[src/vid_params.svh]
`ifndef VID_PARAMS_SVH
`define VID_PARAMS_SVH

// Default frame geometry
// Kept small so one frame is only a few dozen beats
`define VID_H_ACTIVE 16

`define VID_V_ACTIVE 4

// Bits per color component
`define VID_COMP_W 8

// Checkerboard block side is 2**VID_CHECK_SHIFT pixels
`define VID_CHECK_SHIFT 2

`endif

[src/vid_pkg.sv]
`default_nettype none

`include "vid_params.svh"

package vid_pkg;

	// Pixel payload
	typedef struct packed {
		logic [`VID_COMP_W-1:0] r; // Red component
		logic [`VID_COMP_W-1:0] g; // Green component
		logic [`VID_COMP_W-1:0] b; // Blue component
	} rgb_t;

	// Raster position, origin at top left
	typedef struct packed {
		logic [15:0] x; // Column
		logic [15:0] y; // Line
	} pix_pos_t;

	// Pattern select
	typedef enum logic [1:0] {
		PAT_BARS    = 2'd0, // Eight vertical color bars
		PAT_RAMP    = 2'd1, // Horizontal gray ramp
		PAT_CHECKER = 2'd2, // Black and white blocks
		PAT_SOLID   = 2'd3  // Latched solid color
	} pattern_t;

endpackage

`default_nettype wire

[src/axis_pkg.sv]
`default_nettype none

package axis_pkg;

	// Video sideband carried next to each pixel
	typedef struct packed {
		logic last; // End of line
		logic user; // Start of frame
	} axis_side_t;

	// Registered beat between pattern_gen and the stream master
	typedef struct packed {
		vid_pkg::rgb_t pixel; // Pixel value
		axis_side_t    side;  // Sideband for this pixel
		logic          valid; // Beat holds a pixel
	} pix_beat_t;

endpackage

`default_nettype wire

[src/axis_stream_master.sv]
`timescale 1ns/1ps
`default_nettype none

module axis_stream_master #(
	parameter type payload_t = vid_pkg::rgb_t // Beat payload
) (
	input  wire                  clk,
	input  wire                  rst_n,
	input  wire payload_t        in_data,       // Payload of incoming beat
	input  wire axis_pkg::axis_side_t in_side,  // Sideband of incoming beat
	input  wire                  in_valid,      // Incoming beat present
	input  wire                  m_axis_tready, // Sink ready
	output payload_t             m_axis_tdata,  // Held payload
	output logic                 m_axis_tvalid, // Beat held
	output logic                 m_axis_tlast,  // End of line
	output logic                 m_axis_tuser,  // Start of frame
	output logic                 stall          // Full and blocked
);

	typedef enum logic {
		IDLE, // Register empty
		SEND  // Register holds a beat
	} state_t;

	state_t               state;
	state_t               next_state;
	payload_t             data_q; // Held payload
	axis_pkg::axis_side_t side_q; // Held sideband
	logic                 take;   // Capture incoming beat

	// Upstream freezes on this, so nothing is ever dropped
	assign stall = (state == SEND) && !m_axis_tready;

	// Empty, or held beat leaves this cycle
	assign take = in_valid && !stall;

	always_comb begin
		next_state = state;
		case (state)
			IDLE: begin
				if (take) begin
					next_state = SEND;
				end
			end
			SEND: begin
				if (m_axis_tready && !take) begin
					next_state = IDLE; // Drained with nothing behind it
				end
			end
			default: begin
				next_state = IDLE;
			end
		endcase
	end

	always_ff @(posedge clk or negedge rst_n) begin
		if (!rst_n) begin
			state <= IDLE;
		end else begin
			state <= next_state;
		end
	end

	always_ff @(posedge clk or negedge rst_n) begin
		if (!rst_n) begin
			data_q <= '0;
			side_q <= '0;
		end else if (take) begin
			data_q <= in_data;
			side_q <= in_side;
		end
	end

	always_comb begin
		m_axis_tvalid = (state == SEND);
		m_axis_tdata  = data_q;                         // Stable while SEND
		m_axis_tlast  = m_axis_tvalid && side_q.last;  // Qualified by tvalid
		m_axis_tuser  = m_axis_tvalid && side_q.user;
	end

endmodule

`default_nettype wire

[src/pattern_gen.sv]
`timescale 1ns/1ps
`default_nettype none

`include "vid_params.svh"

module pattern_gen #(
	parameter int H_ACTIVE = `VID_H_ACTIVE // Pixels per line
) (
	input  wire                  clk,
	input  wire                  rst_n,
	input  wire                  start,       // Frame request
	input  wire vid_pkg::pattern_t pattern_sel, // Pattern for next frame
	input  wire vid_pkg::rgb_t   solid_color, // Color for PAT_SOLID
	input  wire vid_pkg::pix_pos_t pos,       // Position from raster counter
	input  wire axis_pkg::axis_side_t side,   // Sideband for pos
	input  wire                  pos_valid,   // pos is live
	input  wire                  stall,       // Hold beat
	output axis_pkg::pix_beat_t  beat         // Registered pixel beat
);

	localparam int COMP_W = `VID_COMP_W;
	localparam int BAR_W  = (H_ACTIVE >= 8) ? (H_ACTIVE / 8) : 1; // Bar width in pixels

	vid_pkg::pattern_t    pat_q;   // Pattern for this frame
	vid_pkg::rgb_t        solid_q; // Solid color for this frame
	vid_pkg::rgb_t        pixel;   // Pixel for current pos
	logic [15:0]          bar_idx; // Which color bar
	logic [COMP_W-1:0]    ramp_v;  // Gray level for ramp
	logic                 check_v; // Checker cell is white

	// Settings only change between frames
	// An accepted start always falls in a cycle with no live position
	always_ff @(posedge clk or negedge rst_n) begin
		if (!rst_n) begin
			pat_q <= vid_pkg::PAT_BARS;
		end else if (start && !pos_valid) begin
			pat_q <= pattern_sel;
		end
	end

	always_ff @(posedge clk) begin
		if (start && !pos_valid) begin
			solid_q <= solid_color;
		end
	end

	always_comb begin
		bar_idx = pos.x / 16'(BAR_W);
		ramp_v  = COMP_W'({pos.x[7:0], 4'b0000}); // x times 16, wraps
		check_v = pos.x[`VID_CHECK_SHIFT] ^ pos.y[`VID_CHECK_SHIFT];
		pixel   = '0;
		case (pat_q)
			vid_pkg::PAT_BARS: begin
				// White yellow cyan green magenta red blue black
				if (bar_idx < 16'd8) begin
					pixel.r = {COMP_W{~bar_idx[1]}};
					pixel.g = {COMP_W{~bar_idx[2]}};
					pixel.b = {COMP_W{~bar_idx[0]}};
				end
			end
			vid_pkg::PAT_RAMP: begin
				pixel.r = ramp_v;
				pixel.g = ramp_v;
				pixel.b = ramp_v;
			end
			vid_pkg::PAT_CHECKER: begin
				if (check_v) begin
					pixel = '1; // White cell
				end
			end
			vid_pkg::PAT_SOLID: begin
				pixel = solid_q;
			end
			default: begin
				pixel = '0;
			end
		endcase
	end

	always_ff @(posedge clk or negedge rst_n) begin
		if (!rst_n) begin
			beat <= '0;
		end else if (!stall) begin
			beat.pixel <= pixel;
			beat.side  <= side;
			beat.valid <= pos_valid; // Bubbles pass through as invalid
		end
	end

endmodule

`default_nettype wire

[src/raster_counter.sv]
`timescale 1ns/1ps
`default_nettype none

`include "vid_params.svh"

module raster_counter #(
	parameter int H_ACTIVE = `VID_H_ACTIVE, // Pixels per line
	parameter int V_ACTIVE = `VID_V_ACTIVE  // Lines per frame
) (
	input  wire                  clk,
	input  wire                  rst_n,
	input  wire                  start,     // One-cycle frame request
	input  wire                  stall,     // Downstream blocked, hold position
	output vid_pkg::pix_pos_t    pos,       // Current scan position
	output axis_pkg::axis_side_t side,      // Sideband for pos
	output logic                 pos_valid, // pos is a live pixel
	output logic                 busy       // Frame in progress
);

	localparam logic [15:0] X_LAST = 16'(H_ACTIVE - 1); // Last column
	localparam logic [15:0] Y_LAST = 16'(V_ACTIVE - 1); // Last line

	logic       line_end;  // At last column
	logic       frame_end; // At last pixel of frame
	logic       advance;   // Step position this cycle
	logic       accept;    // Start taken
	logic [1:0] drain;     // Non-stalled cycles until last beat is out

	assign line_end  = (pos.x == X_LAST);
	assign frame_end = line_end && (pos.y == Y_LAST);
	assign advance   = pos_valid && !stall;
	assign accept    = start && !busy;    // Ignore start mid-frame

	// Busy also covers the two stages still holding pixels after the scan
	assign busy = pos_valid || (drain != 2'd0);

	always_comb begin
		side      = '0;
		side.last = line_end;                       // End of each line
		side.user = (pos.x == '0) && (pos.y == '0); // First pixel of frame
	end

	always_ff @(posedge clk or negedge rst_n) begin
		if (!rst_n) begin
			pos       <= '0;
			pos_valid <= 1'b0;
			drain     <= 2'd0;
		end else begin
			if (accept) begin
				pos       <= '0;   // Scan starts at (0,0)
				pos_valid <= 1'b1;
			end else if (advance) begin
				if (frame_end) begin
					pos_valid <= 1'b0; // Last position issued
					drain     <= 2'd2; // Pattern stage plus output register
				end else if (line_end) begin
					pos.x <= '0;
					pos.y <= pos.y + 16'd1; // Next line
				end else begin
					pos.x <= pos.x + 16'd1;
				end
			end else if ((drain != 2'd0) && !stall) begin
				drain <= drain - 2'd1; // Pipeline moved one step
			end
		end
	end

endmodule

`default_nettype wire

[src/video_source_top.sv]
`timescale 1ns/1ps
`default_nettype none

`include "vid_params.svh"

module video_source_top (
	input  wire                    clk,
	input  wire                    rst_n,
	input  wire                    start,         // One-cycle frame request
	input  wire vid_pkg::pattern_t pattern_sel,   // Pattern select level
	input  wire vid_pkg::rgb_t     solid_color,   // Color for PAT_SOLID
	input  wire                    m_axis_tready, // Sink ready
	output vid_pkg::rgb_t          m_axis_tdata,  // Pixel out
	output logic                   m_axis_tvalid, // Pixel valid
	output logic                   m_axis_tlast,  // End of line
	output logic                   m_axis_tuser,  // Start of frame
	output logic                   busy           // Frame in progress
);

	vid_pkg::pix_pos_t    pos;       // Scan position
	axis_pkg::axis_side_t side;      // Sideband for pos
	logic                 pos_valid; // Position live
	logic                 scan_busy; // Counter busy
	logic                 stall;     // Output blocked
	axis_pkg::pix_beat_t  beat;      // Pattern stage output

	raster_counter #(
		.H_ACTIVE(`VID_H_ACTIVE),
		.V_ACTIVE(`VID_V_ACTIVE)
	) raster_i (
		.clk      (clk),
		.rst_n    (rst_n),
		.start    (start),
		.stall    (stall),
		.pos      (pos),
		.side     (side),
		.pos_valid(pos_valid),
		.busy     (scan_busy)
	);

	pattern_gen #(
		.H_ACTIVE(`VID_H_ACTIVE)
	) pattern_i (
		.clk        (clk),
		.rst_n      (rst_n),
		.start      (start),
		.pattern_sel(pattern_sel),
		.solid_color(solid_color),
		.pos        (pos),
		.side       (side),
		.pos_valid  (pos_valid),
		.stall      (stall),
		.beat       (beat)
	);

	axis_stream_master #(
		.payload_t(vid_pkg::rgb_t)
	) master_i (
		.clk          (clk),
		.rst_n        (rst_n),
		.in_data      (beat.pixel),
		.in_side      (beat.side),
		.in_valid     (beat.valid),
		.m_axis_tready(m_axis_tready),
		.m_axis_tdata (m_axis_tdata),
		.m_axis_tvalid(m_axis_tvalid),
		.m_axis_tlast (m_axis_tlast),
		.m_axis_tuser (m_axis_tuser),
		.stall        (stall)
	);

	assign busy = scan_busy | m_axis_tvalid; // Until last beat accepted

endmodule

`default_nettype wire

[config.mk]
export PLATFORM = sky130hd
export DESIGN_NAME = video_source_top
export DESIGN_NICKNAME = d
export VERILOG_FILES = /design/src/vid_pkg.sv /design/src/axis_pkg.sv /design/src/axis_stream_master.sv /design/src/pattern_gen.sv /design/src/raster_counter.sv /design/src/video_source_top.sv
export VERILOG_INCLUDE_DIRS = /design/src /design/src/src
export SDC_FILE = /design/constraint.sdc
export NUM_CORES = 1
export LEC_CHECK = 0
export BUFFER_PORTS_ARGS = -buffer_cell sky130_fd_sc_hd__buf_2
export CORE_MARGIN = 4
export CORE_UTILIZATION = 63
export CTS_BUF_LIST = sky130_fd_sc_hd__clkbuf_8 sky130_fd_sc_hd__clkbuf_16
export DETAILED_ROUTE_END_ITERATION = 10
export PLACE_DENSITY = 0.85
export SLEW_MARGIN = 5
export SYNTH_ARGS = -nofsm -noshare
export SYNTH_HDL_FRONTEND = slang
export SYNTH_SLANG_ARGS = --single-unit
[constraint.sdc]
create_clock -name clk -period 4 [get_ports clk]
set_input_delay 0.8 -clock clk [delete_from_list [all_inputs] [get_ports clk]]
set_output_delay 0.8 -clock clk [all_outputs]
set_load 0.01 [all_outputs]
==> flow_summary.yaml <==
run_status:
  status: "finished clean"
floorplan:
  dieHeight_um: 98.05
  die_area_um2: 9614
  die_width_um: 98.05
  core.rowCount: 32
  start_util_pct: 65.43
  coreArea_um2: 7807
  io_pins: 58
sta:
  rsz0062_at_grt: "no"
  fin_crit_sh_pct: 59.87
  max_freq_ghz: 0.4176
  setup_viol: 0
  fin_setup_tns_ns: 0
  worst_pin_slew_ns: 0.8545
  maxSlewViolCount: 0
  worst_slack_ns: 1.605
  slew_headroom_pct: 43.03
  skew_ns: 0.009477
  min_period_ns: 2.395
  whs_ns: 0.3716
  hold_violations: 0
clock_network:
  cts_tree: "done"
  cts_root_buf: "clkbuf_8"
  cts_buffers: 17
  post_cts_buffers: 0
  clkLatencyLatePin_ns: 0.53
  cts_resized: 0
  clk_pin_slew_worst_paths_ns: 0.06
  cts_buffer_depth: 2
  cts_sinks: 115
  cts_max_level: 4
  cts_hold_buf: 0
setup_path:
  critical_path.top_delay_family: "simple AND/OR/NAND/NOR gates"
  slowest_delay_ns: 0.63
  cp.required_ns: 4.45
  worstSetupStartpointType: "register"
  crit_start: "raster_i.pos[16]"
  end_kind: "register"
  cp_slowest_cell: "or4_1"
  cp_cell_sequence: "ha_1, and3_1, nand4_4, or4_1, or3_1, a21oi_1"
  cp_num_cells: 6
  arrival_ns: 2.84
  r2r_cells: 6
  reg2reg_from: "raster_i.pos[16]"
  worstSetupPathType: "reg2reg"
  cp_num_buf_inv: 0
  crit_fanout: 10
logic_synthesis:
  ys.flop_type: "dfrtp_1"
  ys_seq_area_share_pct: 58.68
  yosys_warnings: 0
  syn_area_per_cell_um2: 11.48
  async_flop_share_pct: 79.13
  syn_inst: 445
  synth_edf_count: 24
  synth_nets: 480
  synth_cell_types: 47
  netlist_area_um2: 5109
  synth-seq-cells: 115
layout:
  fin_cells: 623
  area_growth_pct: 18.88
  n_antenna_cell: 0
  drive_gt1_share_pct: 26.87
  fin_area_um2: 6073
  nets: 543
grt:
  grt_pass1_wl_um: 19480
  grt_pass1_vias: 3888
  grt-ovfl-total: 0
  grt_util_all_layers_pct: 25.81
  grt_antenna_before_repair: 0
  grt_max_degree: 68
place:
  hpwl_um: 7603
  post-place-ws_ns: 1.342
  portBuffers: 57
  dp_cells: 591
  placed_area_um2: 5487
  gp_congestion: 0.7906
worst_hold_path:
  hold_class: "in2async"
drt:
  dr.pass1.iters: 5
  via_per_inst: 6.144
  wl_per_cell_um: 18.73
  via_count: 3828
  drtIter0Drc: 269
  finalWirelength_um: 11670
  drc: 0
  ant_nets: 0
pwr:
  p_leak_uw: 0.002604
  vdd_drop_max_mv: 0.5442
  cellPowerDensity_nw_per_um2: 777.8
flow_run:
  max_cap_violations: 0
[cell usage after synthesis, types with 2 or more instances]
cell	number	area (um^2)
edfxtp_1	24	720.7
nor3_1	18	90.09
nor4_1	7	43.79
nor4_4	5	106.4
xor2_1	4	35.03
a21o_1	2	15.01
dfrtp_1	91	2277
ha_1	5	62.56
o22ai_1	4	25.02
or3_1	6	37.54
inv_1	9	33.78
and2_1	7	43.79
nand3b_1	2	15.01
buf_2	2	10.01
o31ai_1	2	15.01
nand2b_1	2	12.51
nand3_1	14	70.07
and4_1	2	17.52
nand2_1	48	180.2
clkbuf_1	13	48.80
nor2_1	46	172.7
buf_4	4	30.03
a31oi_1	8	50.05
a41oi_1	4	35.03
and3_1	3	18.77
nor2b_1	3	18.77
or4_1	4	30.03
a21oi_1	24	120.1
xnor2_1	13	113.9
nor3b_1	3	22.52
a221o_1	4	40.04
and4_2	2	20.02
or4_4	3	33.78
nand4_1	10	62.56
o21ai_0	8	40.04
mux2_2	28	315.3
[power by group]
part	switching, uW	internal, uW	total, uW
Combinational	767	586	1350
Clock	590	903	1490
Sequential	306	1570	1880
Total	1660	3060	4720
[area by class of cell]
cell class                      count  area (um^2)
Sequential cell                   115         2998
Multi-Input combinational cell    301         1987
Fill cell                         454         1734
Clock buffer                       17        414.1
Timing Repair Buffer               64        340.3
Clock inverter                     15        172.7
Tap cell                          102        127.6
Inverter                            9        33.78
[worst reg2reg max path: cells and delay by family, from the launching register on]
family                   cells  cell delay [ns]
adder cells (fa/ha/maj)      1             0.23
AND/OR/NAND/NOR              4             1.45
flip-flops                   1             0.47
AO/OA/AOI/OAI                1             0.18
[metrics by stage]
step           total power, uW  util (%)
5_1_grt                   4957     77.79
2_1_floorplan             2742         -
3_3_place_gp              3102     70.27
6_report                  4724     77.79
3_5_place_dp              3200     70.27
4_1_cts                   4725     77.79
[flip-flops by register name, indices dropped and copies added, names as in the netlist]
name                    count
pattern_i.pat_q             2
raster_i.drain              2
pattern_i.solid_q          24
raster_i.pos               32
master_i.m_axis_tvalid      1
pattern_i.beat             27
master_i.side_q             2
master_i.m_axis_tdata      24
raster_i.pos_valid          1
[metal layers]
layer | share of wire, % | wire length [um] | global-route usage [%] | up-vias
met4 | 2.2 | 252 | 10.65 | 0
met5 | 0 | 0 | 0 | -
met2 | 50 | 5887 | 41.94 | 134
met3 | 5.9 | 692 | 5.714 | 30
met1 | 41 | 4838 | 33.76 | 1928
li1 | - | - | - | 1736
[cells by family after synthesis]
kind of cell / share of synthesized area, %
AND/OR/NAND/NOR: 20.28
flip-flops: 58.68
AO/OA/AOI/OAI: 8.058
buffers and inverters: 2.474
multiplexers: 6.368
XOR/XNOR: 2.914
adder cells (fa/ha/maj): 1.225
[final timing paths]
check	end	slack, ns
setup / recovery	raster_i.pos[12]	1.61
hold / removal	raster_i.pos[12]	0.37
setup reg to reg	raster_i.pos[12]	1.61
hold reg to reg	pattern_i.beat[1]	0.48
max in group asynchronous	master_i.m_axis_tdata[21]	2.76
min in group clk	pattern_i.solid_q[0]	0.45
[layout by cell type, fill, tap and decap left out, drive strengths merged, types with 2 or more instances in the layout]
master / synthesis / layout
a41oi: 4 / 4
nand4: 11 / 11
o22ai: 4 / 4
a221o: 4 / 4
nand3b: 2 / 2
buf: 7 / 64
xor2: 4 / 4
mux2: 28 / 28
a31oi: 8 / 8
nand2: 48 / 48
clkbuf: 13 / 17
inv: 9 / 15
nor2: 46 / 46
nor3b: 3 / 3
nand3: 14 / 14
bufinv: 0 / 2
xnor2: 13 / 13
a21oi: 25 / 25
nor2b: 3 / 3
nor3: 18 / 18
or4: 7 / 7
clkinvlp: 0 / 2
a21o: 2 / 2
ha: 5 / 5
o31ai: 2 / 2
nand2b: 2 / 2
or3: 6 / 6
o21ai: 8 / 8
dfrtp: 91 / 91
and4: 4 / 4
edfxtp: 24 / 24
and2: 8 / 8
clkinv: 0 / 5
nor4: 13 / 13
and3: 3 / 3
Note: power is estimated with default switching activity, not from simulation.
